## src/rtl/cam_display_pkg.sv

```systemverilog
// camera display shared definitions
`default_nettype none

package cam_display_pkg;

    // 640x480 at 60 Hz raster, 25 MHz pixel clock
    localparam int H_ACTIVE = 640;
    localparam int H_FRONT  = 16;
    localparam int H_SYNC   = 96;
    localparam int H_BACK   = 48;
    localparam int H_TOTAL  = H_ACTIVE + H_FRONT + H_SYNC + H_BACK; // 800

    localparam int V_ACTIVE = 480;
    localparam int V_FRONT  = 10;
    localparam int V_SYNC   = 2;
    localparam int V_BACK   = 33;
    localparam int V_TOTAL  = V_ACTIVE + V_FRONT + V_SYNC + V_BACK; // 525 lines

    // frame buffer, shown at double scale
    localparam int FB_WIDTH    = 320;
    localparam int FB_HEIGHT   = 240;
    localparam int FB_DEPTH    = FB_WIDTH * FB_HEIGHT;  // 76800 words
    localparam int BANK0_DEPTH = 32768;                 // rest lives in bank 1

    // read path latencies
    localparam int MEM_RD_LAT = 2;  // address reg + output reg
    localparam int PIX_LAT    = 1;
    localparam int SYNC_DELAY = MEM_RD_LAT + PIX_LAT;

    typedef logic [16:0] fb_addr_t;
    typedef logic [15:0] bank_addr_t;
    typedef logic [15:0] rgb565_t;  // r[15:11] g[10:5] b[4:0]
    typedef logic [7:0]  chan8_t;

    typedef struct packed {
        chan8_t r;
        chan8_t g;
        chan8_t b;
    } rgb888_t;

    // raster counters
    typedef logic [9:0] h_count_t;
    typedef logic [9:0] v_count_t;

endpackage

`default_nettype wire

```

## src/rtl/vga_timing.sv

```systemverilog
// VGA raster generator
`timescale 1ns/1ps
`default_nettype none

module vga_timing (
    input  logic                        clk_25_vga,
    input  logic                        rst_n,
    output cam_display_pkg::fb_addr_t   rd_addr,
    output logic                        rd_active,
    output logic                        vga_hsync,
    output logic                        vga_vsync,
    output logic                        vga_blank_n
);

    cam_display_pkg::h_count_t h_count;
    cam_display_pkg::v_count_t v_count;

    cam_display_pkg::fb_addr_t row_base;   // first word of the buffer row
    logic hsync_raw;
    logic vsync_raw;
    logic active;

    logic [cam_display_pkg::SYNC_DELAY-1:0] hsync_pipe;
    logic [cam_display_pkg::SYNC_DELAY-1:0] vsync_pipe;
    logic [cam_display_pkg::SYNC_DELAY-1:0] blank_pipe;

    // free-running pixel and line counters
    always_ff @(posedge clk_25_vga) begin
        if (!rst_n) begin
            h_count <= '0;
            v_count <= '0;
        end else if (h_count == cam_display_pkg::h_count_t'(cam_display_pkg::H_TOTAL - 1)) begin
            h_count <= '0;
            if (v_count == cam_display_pkg::v_count_t'(cam_display_pkg::V_TOTAL - 1)) begin
                v_count <= '0;
            end else begin
                v_count <= v_count + 1'b1;
            end
        end else begin
            h_count <= h_count + 1'b1;
        end
    end

    // sync windows, both active low
    assign hsync_raw = !((h_count >= cam_display_pkg::H_ACTIVE + cam_display_pkg::H_FRONT) &&
                         (h_count <  cam_display_pkg::H_ACTIVE + cam_display_pkg::H_FRONT +
                                     cam_display_pkg::H_SYNC));
    // v only moves at line start, so vsync edges land on line starts
    assign vsync_raw = !((v_count >= cam_display_pkg::V_ACTIVE + cam_display_pkg::V_FRONT) &&
                         (v_count <  cam_display_pkg::V_ACTIVE + cam_display_pkg::V_FRONT +
                                     cam_display_pkg::V_SYNC));

    assign active = (h_count < cam_display_pkg::H_ACTIVE) && (v_count < cam_display_pkg::V_ACTIVE);

    // each buffer pixel covers 2x2 screen pixels
    assign row_base  = cam_display_pkg::fb_addr_t'(v_count[9:1]) *
                       cam_display_pkg::fb_addr_t'(cam_display_pkg::FB_WIDTH);
    assign rd_addr   = row_base + cam_display_pkg::fb_addr_t'(h_count[9:1]);
    assign rd_active = active;

    // line sync and blank up with the colour pipeline
    always_ff @(posedge clk_25_vga) begin
        if (!rst_n) begin
            hsync_pipe <= '1;   // idle high
            vsync_pipe <= '1;
            blank_pipe <= '0;   // blanked
        end else begin
            hsync_pipe <= {hsync_pipe[cam_display_pkg::SYNC_DELAY-2:0], hsync_raw};
            vsync_pipe <= {vsync_pipe[cam_display_pkg::SYNC_DELAY-2:0], vsync_raw};
            blank_pipe <= {blank_pipe[cam_display_pkg::SYNC_DELAY-2:0], active};
        end
    end

    assign vga_hsync   = hsync_pipe[cam_display_pkg::SYNC_DELAY-1];
    assign vga_vsync   = vsync_pipe[cam_display_pkg::SYNC_DELAY-1];
    assign vga_blank_n = blank_pipe[cam_display_pkg::SYNC_DELAY-1];

endmodule

`default_nettype wire

```

## config.mk

```make
export PLATFORM = sky130hd
export DESIGN_NAME = vga_timing
export DESIGN_NICKNAME = d
export VERILOG_FILES = /design/src/rtl/cam_display_pkg.sv /design/src/rtl/vga_timing.sv
export SDC_FILE = /design/constraint.sdc
export NUM_CORES = 1
export LEC_CHECK = 0
export ABC_AREA = 1
export BUFFER_PORTS_ARGS = -buffer_cell sky130_fd_sc_hd__buf_2
export CAP_MARGIN = 20
export CORE_MARGIN = 5
export CORE_UTILIZATION = 40
export CTS_CLUSTER_SIZE = 24
export DETAILED_ROUTE_END_ITERATION = 7
export MAX_ROUTING_LAYER = met4
export PLACE_DENSITY = 0.72
export SKIP_CTS_REPAIR_TIMING = 1
export SLEW_MARGIN = 20
export SYNTH_ARGS = -nofsm -noshare
export SYNTH_HDL_FRONTEND = slang
export SYNTH_SLANG_ARGS = --single-unit
```

## constraint.sdc

```tcl
create_clock -name clk_25_vga -period 2.25 [get_ports clk_25_vga]
set_input_delay 0 -clock clk_25_vga [delete_from_list [all_inputs] [get_ports clk_25_vga]]
set_output_delay 0 -clock clk_25_vga [all_outputs]
set_load 0.1 [all_outputs]
```

After elaboration in Yosys (flattened, before gate mapping)

Index checks and enable logic that the tools add are counted.
Widths: inputs -> output; s select.

Output and inout port bits: 21
Register bits after elaboration: 29
Latch bits: 0
Bits in writable memories: 0
Bits in read-only memories: 0
Input port bits: 2
Word-level logic and storage cells: 25
Memories: 0

Divide/modulo/power cells: 0
Muxes and demuxes: 1
Bitwise operators: 1
Shift operators: 0
Order comparisons: 6
Reductions and logical operators: 6
Multipliers: 1
Equal/unequal tests: 2
Add/sub/neg operators: 3

Operators with widths:

| kind                  | count |
|---|---|
| $add 10x1->10 const B | 2 |
| $eq 10x10->1 const B  | 2 |
| $lt 10x10->1 const B  | 2 |
| $lt 10x9->1 const B   | 2 |
| $add 17x9->17         | 1 |
| $mul 9x3->11 const B  | 1 |
| $ge 10x10->1 const B  | 1 |
| $ge 10x9->1 const B   | 1 |
| $mux 10               | 1 |
| $logic_and 1x1->1     | 3 |
| $logic_not 1->1       | 2 |
| $reduce_or 2->1       | 1 |
| $not 1->1             | 1 |

Depth between registers and ports, before layout

Depth in word-level cells: 3
Mapped depth: 13

Worst setup path after synthesis

Ideal clock, no wire load.

Path kind: reg2out
Start point: reg v_count[4]
End point: out rd_addr[14]
Stages on the path, launching flop included: 10
Arrival: 3358 ps
Path slack: -1108 ps
Path buffers: 0
Cells stage by stage: dfxtp_1 > ha_1 > ha_1 > inv_1 > fa_1 > nor2_1 > nand3_1 > nor2_1 > nand3_1 > xor2_1

Word-level cells in the longest chain between the ends: 2

Ends and longest elaborated chain:

| what                   | RTL line         | RTL |
|---|---|---|
| from (decl)            | vga_timing.sv:16 | `cam_display_pkg::v_count_t v_count;` |
| from (signal assigned) | vga_timing.sv:37 | `v_count <= v_count + 1'b1;` |
| $mul 9x3->11           | vga_timing.sv:56 | `assign row_base = cam_display_pkg::fb_addr_t'(v_count[9:1]) *` |
| $add 17x9->17          | vga_timing.sv:58 | `assign rd_addr = row_base + cam_display_pkg::fb_addr_t'(h_count[9:1]);` |
| to (decl)              | vga_timing.sv:8  | `output cam_display_pkg::fb_addr_t rd_addr,` |

Every way passes these cells.

Worst setup path after layout

Start point: reg v_count[4]
End point: out rd_addr[16]

The elaborated chain is that of the path after synthesis.

==> impl_metrics.yaml <==
floorplanning:
  die_height_um: 82.4
  core_um2: 5110
  rows: 26
  initial_utilization: 0.411
  num_io_pins: 23
  die_w_um: 82.4
  dieArea_um2: 6790
sta:
  rsz0062_at_grt: "yes"
  report.final.slew_viol_count: 0
  layout_setup_ws_ns: -0.205
  clock.fmax_mhz: 407
  tns_ns: -0.740
  fin_skew_ns: 0.00980
  fin_crit_ns: 2.46
  slew_headroom: 0.585
  finalCritPeriodShare: 1.09
  setup_viol: 5
  hold_viol_final: 0
  tightest_slew_ns: 0.616
place:
  gp_congestion: 0.929
  hpwl_mm: 3.70
  portBuffers: 22
  dp_cells: 409
  placed_cell_area_um2: 2700
clock_tree:
  tritoncts: "done"
  htree_levels: 2
  clock_sinks: 29
  root_buffer: "clkbuf_8"
  worstSkewPairLatency_ns: 0.28
  clk_pin_slew_ns: 0.07
  clockBufferDepth: 2
  numCtsBuffers: 5
hold_path:
  hp-class: "reg2reg"
  whs_path_depth: 1
routing:
  vias: 2028
  totalWireLength_mm: 4.77
  drc: 0
  drt_iter0_markers: 94
  drtPass1Iterations: 4
  ant_nets: 0
  wl_per_cell_um: 11.4
  via_per_inst: 4.83
synthesis:
  postSynthCellCount: 307
  syn_area_per_cell_um2: 6.83
  ys_seq_area_frac: 0.277
  synth.distinct_cells: 31
  synth-seq-cells: 29
  netlist_area_um2: 2100
  ys_warn_count: 0
  syn_nets: 333
setup_path:
  crit_path_start_kind: "flop"
  path_class: "reg2out"
  path_depth: 12
  crit_arrival_ns: 2.46
  cp_slowest_stage_delay_ns: 0.37
  crit_chain: "ha_1 > ha_1 > inv_1 > nand2_1 > nand3_1 > nand3b_1 > nand2_2 > inv_1 > nand3_1 > nand2_2 > nand2_4 > buf_12"
  cp_top_family: "simple AND/OR/NAND/NOR gates"
  r2r_slack_ns: 0.68
  endpoint_kind: "output port"
  path_buf_inv: 3
  reg2reg_depth: 9
  required_ns: 2.25
  crit_fanout: 5
  critPathSlowestCell: "ha_1"
cells_and_area:
  fillers: 473
  areaGrowthSynthToFinish_pct: 39.7
  antenna_cells: 0
  final_cells: 420
  seq_area_um2: 587
  drive_above_1_share: 0.311
  final_common_cell: "nand2_1"
  multiInputGateArea_um2: 1540
  fin_nets: 375
  layout_common_cells: "nand2_1, inv_1, dfxtp_1"
  stdcell_area_um2: 2930
grt:
  grt_max_degree: 13
  grt_pass1_wl_mm: 8.24
  grt-ovfl-total: 0
  grt_pass1_vias: 1964
  grt_use_total: 0.160
  antenna_found_initial: 0
pwr:
  power.total_mw: 1.15
  power_density_nw_per_um2: 393
  vdd_drop_max_mv: 0.419
  leakage_nw: 1.36
flow_run:
  max-cap-violations: 0
outcome:
  failed_checks: "negative setup slack"
  run_status: "complete, but fails checks"
==> final timing paths <==
| path | from | to |
|---|---|---|
| min | hsync_pipe[0] | hsync_pipe[1] |
| min reg2reg | hsync_pipe[0] | hsync_pipe[1] |
| max | v_count[4] | rd_addr[16] |
| max reg2reg | h_count[1] | v_count[6] |
==> synth_stat cells, drive strengths merged <==
cell type / n / share of area
o21a: 3 / 0.011
nand3: 26 / 0.064
inv: 53 / 0.095
or2: 5 / 0.015
a21oi: 12 / 0.029
nor3b: 1 / 0.0036
a31oi: 1 / 0.0030
xnor2: 2 / 0.0084
o2111ai: 1 / 0.0042
o22ai: 1 / 0.0030
ha: 22 / 0.13
dfxtp: 29 / 0.28
nor4: 3 / 0.0090
nand4: 6 / 0.018
nand2: 72 / 0.13
fa: 2 / 0.019
o21ai: 4 / 0.0095
xor2: 8 / 0.033
clkbuf: 1 / 0.0018
nor2: 34 / 0.067
buf: 7 / 0.025
nor3: 12 / 0.036
a21o: 1 / 0.0036
nand3b: 1 / 0.0036
==> routing by layer <==
| layer | part of all wire | vias up | global-route usage | wire length [um] |
|---|---|---|---|---|
| met3 | 0.034 | 8 | 0.0325 | 164 |
| met1 | 0.46 | 938 | 0.192 | 2190 |
| met5 | 0 | - | - | 0 |
| li1 | - | 1049 | - | - |
| met4 | 0.019 | 0 | 0.0598 | 90 |
| met2 | 0.49 | 33 | 0.265 | 2330 |
==> stage by stage <==
step                hold WS (ns)  setup WS, ns  utilization
CTS                      -0.0426        -0.297        0.551
detailed placement         0.248       0.00734        0.528
floorplan                 0.0935        -0.205            -
global placement           0.240        0.0467        0.528
global route               0.434        -0.370        0.573
finish                     0.414        -0.205        0.573
==> power by group <==
group / leakage, nW / internal [mW] / switching (mW)
registers: 0.237 / 0.519 / 0.00493
logic: 1.07 / 0.0123 / 0.0472
clock network: 0.0617 / 0.360 / 0.206
==> kinds of logic (layout without fill, tap and decap cells) <==
logic type               count (synthesis)  count (layout)  synth area share
AND/OR/NAND/NOR                        160             160             0.347
AO/OA/AOI/OAI                           23              23            0.0627
adder cells (fa/ha/maj)                 24              24             0.150
buffers and inverters                   61             104             0.122
flip-flops                              29              29             0.277
XOR/XNOR                                10              10            0.0418
==> state kept, by name, indices dropped and copies added, names as in the netlist <==
register	flops
h_count	10
hsync_pipe	3
blank_pipe	3
vsync_pipe	3
v_count	10
==> layout make-up <==
class | instances | share of cell area
Inverter | 53 | 0.0679
Clock buffer | 6 | 0.0282
Clock inverter | 2 | 0.0124
Timing Repair Buffer | 43 | 0.135
Sequential cell | 29 | 0.200
Multi-Input combinational cell | 217 | 0.527
Tap cell | 70 | 0.0299
No activity file was read; power rests on OpenSTA's default activity.
