`config.mk`:
```
export PLATFORM = sky130hd
export DESIGN_NAME = pixel_convert
export DESIGN_NICKNAME = d
export VERILOG_FILES = /design/src/rtl/cam_display_pkg.sv /design/src/rtl/pixel_convert.sv
export SDC_FILE = /design/constraint.sdc
export NUM_CORES = 1
export LEC_CHECK = 0
export BUFFER_PORTS_ARGS = -buffer_cell sky130_fd_sc_hd__buf_2
export CAP_MARGIN = 30
export CORE_MARGIN = 1
export CORE_UTILIZATION = 41
export CTS_CLUSTER_SIZE = 16
export DETAILED_ROUTE_END_ITERATION = 8
export PLACE_DENSITY = 0.57
export SYNTH_ARGS = -nofsm -noshare
export SYNTH_HDL_FRONTEND = slang
export SYNTH_SLANG_ARGS = --single-unit
export TNS_END_PERCENT = 30
```
`constraint.sdc`:
```
create_clock -name clk_25_vga -period 9.9 [get_ports clk_25_vga]
set_input_delay 0.99 -clock clk_25_vga [delete_from_list [all_inputs] [get_ports clk_25_vga]]
set_output_delay 0.99 -clock clk_25_vga [all_outputs]
set_load 0.01 [all_outputs]
```
`src/rtl/cam_display_pkg.sv`:
```
// camera display shared definitions
`default_nettype none

package cam_display_pkg;

    // 640x480 at 60 Hz raster, 25 MHz pixel clock
    localparam int H_ACTIVE = 640;
    localparam int H_FRONT  = 16;
    localparam int H_SYNC   = 96;
    localparam int H_BACK   = 48;
    localparam int H_TOTAL  = H_ACTIVE + H_FRONT + H_SYNC + H_BACK; // 800

    localparam int V_ACTIVE = 480;
    localparam int V_FRONT  = 10;
    localparam int V_SYNC   = 2;
    localparam int V_BACK   = 33;
    localparam int V_TOTAL  = V_ACTIVE + V_FRONT + V_SYNC + V_BACK; // 525 lines

    // frame buffer, shown at double scale
    localparam int FB_WIDTH    = 320;
    localparam int FB_HEIGHT   = 240;
    localparam int FB_DEPTH    = FB_WIDTH * FB_HEIGHT;  // 76800 words
    localparam int BANK0_DEPTH = 32768;                 // rest lives in bank 1

    // read path latencies
    localparam int MEM_RD_LAT = 2;  // address reg + output reg
    localparam int PIX_LAT    = 1;
    localparam int SYNC_DELAY = MEM_RD_LAT + PIX_LAT;

    typedef logic [16:0] fb_addr_t;
    typedef logic [15:0] bank_addr_t;
    typedef logic [15:0] rgb565_t;  // r[15:11] g[10:5] b[4:0]
    typedef logic [7:0]  chan8_t;

    typedef struct packed {
        chan8_t r;
        chan8_t g;
        chan8_t b;
    } rgb888_t;

    // raster counters
    typedef logic [9:0] h_count_t;
    typedef logic [9:0] v_count_t;

endpackage

`default_nettype wire

```
`src/rtl/pixel_convert.sv`:
```
// RGB565 to RGB888 pixel stage with grayscale mode
`timescale 1ns/1ps
`default_nettype none

module pixel_convert (
    input  logic                        clk_25_vga,
    input  logic                        rst_n,
    input  cam_display_pkg::rgb565_t    rd_data,
    input  logic                        data_active,
    input  logic                        sw_grayscale,
    output cam_display_pkg::rgb888_t    pixel
);

    cam_display_pkg::chan8_t  r8;
    cam_display_pkg::chan8_t  g8;
    cam_display_pkg::chan8_t  b8;
    cam_display_pkg::chan8_t  gray;
    logic [15:0]              gray_sum;    // weights add to 252, no overflow
    cam_display_pkg::rgb888_t pixel_next;

    // pad low bits with ones
    assign r8 = {rd_data[15:11], 3'b111};
    assign g8 = {rd_data[10:5],  2'b11};
    assign b8 = {rd_data[4:0],   3'b111};

    // luma approx (76 r + 150 g + 26 b) / 256
    assign gray_sum = 16'd76 * r8 + 16'd150 * g8 + 16'd26 * b8;
    assign gray     = gray_sum[15:8];

    always_comb begin
        if (!data_active) begin
            pixel_next = '0;        // black outside the picture
        end else if (sw_grayscale) begin
            pixel_next.r = gray;
            pixel_next.g = gray;
            pixel_next.b = gray;
        end else begin
            pixel_next.r = r8;
            pixel_next.g = g8;
            pixel_next.b = b8;
        end
    end

    // single output register, PIX_LAT
    always_ff @(posedge clk_25_vga) begin
        if (!rst_n) begin
            pixel <= '0;
        end else begin
            pixel <= pixel_next;
        end
    end

endmodule

`default_nettype wire

```
# Word-level counts from Yosys, hierarchy flattened
# Cells that the tools add are included.
dict set report classes {
  reduce_logical 1
  muxes 1
  n_addsub 2
  mul 3
}
# cell n
set op_table {}
lappend op_table {{$mux 24} 1}
lappend op_table {{$add 15x16->16} 1}
lappend op_table {{$add 16x13->16} 1}
lappend op_table {{$mul 7x8->15 const A} 1}
lappend op_table {{$mul 5x8->13 const A} 1}
lappend op_table {{$mul 4x8->12 const A} 1}
lappend op_table {{$reduce_and 2->1} 1}
dict set report word_totals {
  regBits 24
  out_inout_bits 24
  inputBits 20
}

# Depth between registers and ports, before layout
# Gate-level depths: netlist of run 1.
dict set report logic_depth {
  depth_word 4
  depth_mapped 22
  depth_no_buf 22
}

# Worst setup path before layout of run 1
# Ideal clock, no wire load.
dict set report synth_timing {
  kind {input to register}
  start {in rd_data[7]}
  end {reg pixel[14] (netlist name)}
  path_buffers 0
  t_required_ns 9.783
  path_stages 19
  arrival_time_ns 5.460
  slack_ns 4.323
  cell_sequence {ha_1 fa_1 fa_1 inv_1 ha_1 nor3_1 nor2_1 inv_1 a31oi_1 nor4b_1 a311oi_1 fa_1 inv_1 ha_1 and4_1 a211o_2 a211oi_2 a21oi_1 a22o_1}
}
dict set report synth_via {
  elab_chain_cells 4
}
# item line
set synth_lines {}
lappend synth_lines {{start, declared} pixel_convert.sv:8} ;# input cam_display_pkg::rgb565_t rd_data,
lappend synth_lines {{$mul 7x8->15} pixel_convert.sv:27} ;# assign gray_sum = 16'd76 * r8 + 16'd150 * g8 + 16'd26 * b8;
lappend synth_lines {{$add 15x16->16} pixel_convert.sv:27}
lappend synth_lines {{$add 16x13->16} pixel_convert.sv:27}
lappend synth_lines {{$mux 24} pixel_convert.sv:33} ;# end else if (sw_grayscale) begin
lappend synth_lines {{end signal, assigned} pixel_convert.sv:49} ;# pixel <= pixel_next;
lappend synth_lines {{end, declared} pixel_convert.sv:11} ;# output cam_display_pkg::rgb888_t pixel
# No other way between the ends.
# A chain may end at the register's enable or synchronous reset.

# Worst setup path in the final report of run 1
# Ends and elaborated chain as after synthesis.

==> run_results.csv, run 1 <==
group,metric,value,unit
clock_network,cts_setup_buffers,0,
routing,drtAntennaViolNets,0,
global_routing,antenna_found_initial,0,
synthesis,ys.flop_type,"dfxtp_1",
pwr,powerDensity,294,mW/mm^2
worst_setup_path,critPathArrivalTime,6.08,ns
pwr,swShare,50.0,%
worst_setup_path,worstSetupPathType,"primary input to flip-flop",
timing,rsz0062_at_grt,"no",
floorplan,initial_utilization,42.3,%
timing,setup_ws,3.95,ns
timing,min_period,5.95,ns
timing,max_freq,168,MHz
final_layout,top_regs,"pixel (19)",
placement,dp_hpwl,5660,um
clock_network,cts.repair.resized,0,
placement,dp_worst_setup_slack,3.72,ns
global_routing,grt_pass1_vias,2238,
pwr,p_seq_share,10.4,%
routing,drc,0,
timing,setup_viol,0,
placement,placed_area,0.00337,sq mm
worst_setup_path,cp_max_fo,6,
clock_network,ctsHtreeMaxLevel,1,
final_layout,top_register,"pixel",
synthesis,muxShareOfSynthArea,1.02,%
clock_network,path_clk_slew,0.06,ns
synthesis,ys_ff_latch,19,
worst_hold_path,min_to,"pixel[5]",
pwr,intPower,0.000502,W
synthesis,ys_types,50,
pwr,ir_worst_vdd,140,uV
routing,drt-total-wl,6440,um
synthesis,netlist.area_leader.share,28.9,%
pwr,p_leak,1.86,nW
synthesis,syn_area,0.00307,sq mm
timing,hold_violations,0,
worst_setup_path,start_kind,"primary input",
status,status,"completed",
synthesis,synth_area_per_cell,8.58,sq um
routing,dr.pass1.iters,4,
clock_network,hold_buffers,0,
synthesis,syn_inst,358,
placement,numPortBuffers,43,
worst_setup_path,required,10.03,ns
global_routing,grt_max_degree,11,
synthesis,yosys-top-cells-area,"ha_1, dfxtp_1, fa_1",
floorplan,die_w,88.5,um
timing,setup_tns,0,ns
final_layout,drive_gt1_share,13.8,%
clock_network,cts_inserted_buffers,3,
synthesis,yosysSeqAreaShare,12.4,%
clock_network,clock-sinks,19,
final_layout,nets,508,
worst_hold_path,min-delay-start,"rd_data[2]",
clock_network,cts_tree,"done",
synthesis,async_reset_ff_share,0,%
clock_network,cts_root_buf,"clkbuf_8",
final_layout,syn_to_final_growth,11.3,%
routing,drtIter0Drc,74,
worst_setup_path,critPathCaptureType,"flip-flop",
timing,worst_pin_slew,0.650,ns
routing,num_vias,2472,
clock_network,clockBufferDepth,2,
placement,gp_congestion,0.877,
worst_hold_path,min_path_cells,3,
timing,slew_viol_final,0,
synthesis,synthAdderAreaFrac,40.7,%
global_routing,grt_usage,17.9,%
synthesis,synth-simple-area-share,13.4,%
routing,wl_per_cell,12.9,um
final_layout,n_antenna_cell,0,
job,max_cap_violations,0,
synthesis,syn_nets,467,
pwr,p_switching,0.000501,W
synthesis,synth_xor_area_share,7.42,%
worst_hold_path,worst_hold_path_type,"primary input to flip-flop",
floorplan,die_area,0.00784,sq mm
pwr,clkPwrFrac,5.0,%
pwr,combPwrFrac,84.6,%
synthesis,synth.largest_area_cell,"ha_1",
synthesis,synth_top_family_by_area,"adder cells",
floorplan,io_pins,44,
floorplan,core_area,0.00725,sq mm
final_layout,design_area,0.00342,sq mm
synthesis,synth_compound_area_share,16.1,%
floorplan,die_h,88.5,um
floorplan,rows,31,
global_routing,grt_pass1_wl,10700,um
synthesis,ys_warn_count,0,
timing,fin_crit_sh,60.1,%
routing,viasPerCell,4.97,
final_layout,largest_register_ffs,19,
global_routing,overflow,0,
synthesis,synth_edf_count,0,
timing,relSlewSlack,56.5,%
==> worst max-delay path by stage <==
stage / end / cells past startpoint / from
final: pixel[14] / 20 / rd_data[7]
after global routing: pixel[14] / 20 / rd_data[7]
after CTS: pixel[14] / 20 / rd_data[7]
after detailed placement: pixel[14] / 20 / rd_data[7]
after global placement: pixel[14] / 20 / rd_data[7]
after floorplan: pixel[14] / 19 / rd_data[7]
==> layer usage <==
layer  part of all wire [%]  vias to the layer above  GRT usage, %
li1                       -                     1296             -
met2                     45                       58          29.2
met3                    3.4                        2         0.373
met1                     51                     1116          26.5
met5                      0                        -             0
met4                   0.36                        0          3.52
==> power by group through the flow <==
stage               sequential, W  combinational, W  clock (W)
floorplan                0.000119          0.000667          0
global placement         0.000106          0.000841          0
detailed placement       0.000106          0.000845          0
CTS                      0.000104          0.000850  0.0000514
global route             0.000107          0.000961  0.0000562
finish                   0.000104          0.000849  0.0000500
==> layout make-up <==
cell class | instances | area, sq um
clock buffer | 4 | 45.0
sequential | 19 | 380
multi-input combinational | 271 | 2420
timing repair buffer | 44 | 226
fill | 720 | 3840
tap | 99 | 124
inverter | 60 | 225
==> worst max-delay path: stages <==
cell      delay (ns)
buf_2           0.15
ha_1            0.36
fa_1            0.51
fa_1            0.51
inv_1           0.04
ha_1            0.33
nor3_1          0.07
nor2_1          0.20
inv_1           0.06
a31oi_1         0.39
nor4b_1         0.10
a311oi_1        0.38
fa_1            0.47
inv_1           0.06
ha_1            0.28
and4_1          0.23
a211o_2         0.36
a211oi_2        0.21
a21oi_1         0.11
a22o_1          0.27
==> cell families (layout without fill, tap and decap cells) <==
kind of cell	Yosys count	count (layout)
adder cells (fa/ha/maj)	89	89
AND/OR/NAND/NOR	82	82
AO/OA/AOI/OAI	71	71
buffers and inverters	68	108
XOR/XNOR	26	26
flip-flops	19	19
multiplexers	3	3
==> cell usage after synthesis, drive strengths merged, types with 2 or more instances <==
| cell | count |
|---|---|
| nor4b | 2 |
| xnor2 | 15 |
| ha | 71 |
| nor2b | 6 |
| a31oi | 2 |
| a211o | 2 |
| nand2 | 31 |
| a22o | 4 |
| a22oi | 3 |
| a21o | 7 |
| nor2 | 11 |
| a211oi | 5 |
| dfxtp | 19 |
| inv | 60 |
| fa | 18 |
| o21ai | 12 |
| a21oi | 20 |
| nand2b | 7 |
| or3 | 2 |
| and4 | 2 |
| clkbuf | 3 |
| nor3 | 5 |
| nand3 | 9 |
| buf | 5 |
| and3b | 2 |
| xor2 | 11 |
| o21a | 4 |
| mux2i | 2 |
==> through the flow <==
stage	hold slack [ns]	instances	utilization (%)	total power (W)
after detailed placement	1.27	493	46.5	0.000951
after global routing	1.03	497	47.1	0.00112
after global placement	1.26	492	46.3	0.000947
final	1.01	497	47.1	0.00100
after CTS	1.01	497	47.1	0.00101
after floorplan	1.08	358	-	0.000785
==> placed cells by master, fill, tap and decap left out, drive strengths merged, types with 5 or more instances in the layout <==
cell	netlist	routed
nand3	9	9
o21ai	12	12
a21o	7	7
nand2	31	31
a21oi	20	20
nand2b	7	7
fa	18	18
nor3	5	5
ha	71	71
a211oi	5	5
xnor2	15	15
xor2	11	11
inv	60	60
buf	5	44
nor2b	6	6
dfxtp	19	19
nor2	11	11
No activity file was read; power rests on OpenSTA's default activity.
==> inputs of run 2 (changes only) <==
--- a/config.mk
+++ b/config.mk
@@ -5,6 +5,7 @@
 export SDC_FILE = /design/constraint.sdc
 export NUM_CORES = 1
 export LEC_CHECK = 0
+export ABC_AREA = 1
 export BUFFER_PORTS_ARGS = -buffer_cell sky130_fd_sc_hd__buf_2
 export CAP_MARGIN = 30
 export CORE_MARGIN = 1
==> constraint.sdc (replaced) <==
create_clock -name clk_25_vga -period 5.92 [get_ports clk_25_vga]
set_input_delay 0.592 -clock clk_25_vga [delete_from_list [all_inputs] [get_ports clk_25_vga]]
set_output_delay 0.592 -clock clk_25_vga [all_outputs]
set_load 0.01 [all_outputs]
==> run 2 against run 1 <==
Against the previous run:
- synthesized cell count rose by 27%
- area after synthesis rose by 8.4%
- clock power rose by 76%
- flip-flop and latch count did not move
==> run_results.csv, run 2 <==
group,metric,value,unit
worst_setup_path,critPathLaunch,"rd_data[7]",
timing,hold_violations,0,
timing,rsz0062_at_grt,"no",
timing,slew_viol_final,0,
routing,viasPerCell,4.91,
clock_network,ctsHtreeMaxLevel,1,
pwr,powerDensity,549,mW/mm^2
global_routing,antenna_found_initial,0,
placement,dp_worst_setup_slack,0.821,ns
timing,fin_crit_sh,81.3,%
timing,holdWs,0.631,ns
worst_setup_path,cp_max_fo,5,
clock_network,hold_buffers,0,
synthesis,syn_inst,453,
synthesis,yosysSeqAreaShare,11.4,%
final_layout,multi_input_area,0.00255,sq mm
clock_network,path_clk_slew,0.07,ns
synthesis,syn_area,0.00333,sq mm
status,status,"completed",
global_routing,grt_pass1_vias,2699,
worst_hold_path,worst_hold_path_type,"primary input to flip-flop",
worst_setup_path,required,6.03,ns
global_routing,grtUsageMet1,26.4,%
timing,min_period,4.81,ns
floorplan,die_w,92.1,um
placement,placedCellCount,590,
final_layout,fillers,785,
clock_network,clock-sinks,19,
final_layout,seqCellArea,380,sq um
final_layout,instances_no_fill,594,
synthesis,synth_area_per_cell,7.35,sq um
worst_setup_path,critPathArrivalTime,4.93,ns
clock_network,cts_setup_buffers,0,
final_layout,drive_gt1_share,12.0,%
clock_network,clockBufferDepth,2,
final_layout,design_area,0.00367,sq mm
synthesis,ys_ff_latch,19,
global_routing,grt_busiest_layer,"met2",
timing,setup_viol,0,
synthesis,ys.flop_type,"dfxtp_1",
synthesis,synth.largest_area_cell,"ha_1",
synthesis,synth_edf_count,0,
floorplan,rows,32,
placement,gp_congestion,0.867,
final_layout,top_register,"pixel",
global_routing,grt_util_met2,32.0,%
pwr,ir_worst_vdd,246,uV
synthesis,netlist.area_leader.share,26.7,%
timing,max_freq,208,MHz
clock_network,cts_root_buf,"clkbuf_8",
worst_setup_path,crit_end,"pixel[4]",
routing,dr.pass1.iters,4,
worst_setup_path,start_kind,"primary input",
synthesis,syn_nets,562,
placement,numPortBuffers,43,
final_layout,final_common_cell,"inv_1",
final_layout,nets,602,
global_routing,grt_pass1_wl,12600,um
clock_network,cts_inserted_buffers,3,
global_routing,grt_usage,18.6,%
final_layout,final_cell_mix,"inv_1, nand2_1, ha_1",
clock_network,cts_tree,"done",
placement,placed_area,0.00362,sq mm
global_routing,grt_max_degree,21,
final_layout,n_antenna_cell,0,
job,max_cap_violations,0,
worst_setup_path,worstSetupPathType,"primary input to flip-flop",
floorplan,die_area,0.00848,sq mm
synthesis,yosys-top-cells-area,"ha_1, dfxtp_1, fa_1",
timing,setup_tns,0,ns
routing,drtAntennaViolNets,0,
floorplan,die_h,92.1,um
floorplan,initial_utilization,42.6,%
timing,setup_ws,1.11,ns
routing,num_vias,2914,
final_layout,largest_register_ffs,19,
routing,drc,0,
synthesis,ys_warn_count,0,
pwr,p_leak,2.09,nW
global_routing,grtUsageMet3,0.829,%
clock_network,cts.repair.resized,0,
synthesis,post-synth-top-count-cell,"inv_1",
floorplan,core_area,0.00781,sq mm
worst_setup_path,critPathCaptureType,"flip-flop",
routing,drt-total-wl,7550,um
global_routing,overflow,0,
timing,worst_pin_slew,0.669,ns
final_layout,syn_to_final_growth,10.2,%
routing,drtIter0Drc,121,
timing,relSlewSlack,55.3,%
synthesis,ys_types,34,
routing,wl_per_cell,12.7,um
synthesis,synth_commonest_cells,"inv_1, nand2_1, ha_1",
final_layout,top_regs,"pixel (19)",
floorplan,io_pins,44,
synthesis,async_reset_ff_share,0,%
placement,dp_hpwl,6590,um
run 2: cell types whose count changed after synthesis, moves of 5 or more:
cell	previous run	this run
xor2_1	11	18
a21oi_1	19	46
nand2b_1	7	0
xnor2_1	15	10
nand2_1	31	77
nor2_1	11	25
nand3_1	9	18
inv_1	60	92
nor2b_1	6	0
run 2: cell type report:
class | count | area share, %
well taps | 102 | 3.48
inverters | 92 | 9.42
flip-flops and latches | 19 | 10.4
multi-input cells | 334 | 69.6
repair buffers | 43 | 5.87
clock inverters | 1 | 0.136
clock buffers | 3 | 1.13
run 2: metal layers:
layer	part of all wire, %	vias to the layer above
met5	0	-
met4	0.26	0
li1	-	1540
met2	46	55
met3	3.9	2
met1	50	1317
run 2: worst min-delay path by stage:
stage	start	end	depth (start not counted)
after floorplan	sw_grayscale	pixel[10]	1
after global routing	sw_grayscale	pixel[10]	2
final	sw_grayscale	pixel[10]	2
after global placement	sw_grayscale	pixel[10]	2
after detailed placement	sw_grayscale	pixel[10]	2
after CTS	sw_grayscale	pixel[10]	2
run 2: kinds of logic (layout without fill, tap and decap cells):
logic type | Yosys count | in the layout | synth area share [%]
buffers and inverters | 100 | 139 | 11.9
and+or+nand+nor | 138 | 138 | 17.9
DFF | 19 | 19 | 11.4
xor gates and xnor gates | 28 | 28 | 7.37
AOI/OAI and AO/OA | 79 | 79 | 13.9
adders and majority gates | 89 | 89 | 37.5
run 2: power by group:
| group | switching, W | internal, W |
|---|---|---|
| clock network | 0.0000411 | 0.0000467 |
| logic | 0.00107 | 0.000680 |
| registers | 0.00000988 | 0.000170 |
| total | 0.00112 | 0.000896 |
run 2: metrics by stage:
stage | utilization [%] | total power [W]
finish | 47.0 | 0.00201
global route | 47.0 | 0.00228
CTS | 47.0 | 0.00202
detailed placement | 46.4 | 0.00192
global placement | 46.4 | 0.00192
floorplan | - | 0.00157
run 2: worst max-delay path: stages:
cell	delay [ns]
buf_2	0.15
ha_1	0.36
fa_1	0.51
fa_1	0.51
inv_1	0.04
ha_1	0.35
nand2_1	0.09
nand2_1	0.07
nand2_1	0.06
nand2_1	0.06
a21oi_1	0.20
xor2_1	0.23
fa_1	0.44
inv_1	0.06
ha_1	0.28
a21oi_1	0.23
o21a_1	0.17
nand3_1	0.07
o21ai_0	0.33
a21oi_1	0.11
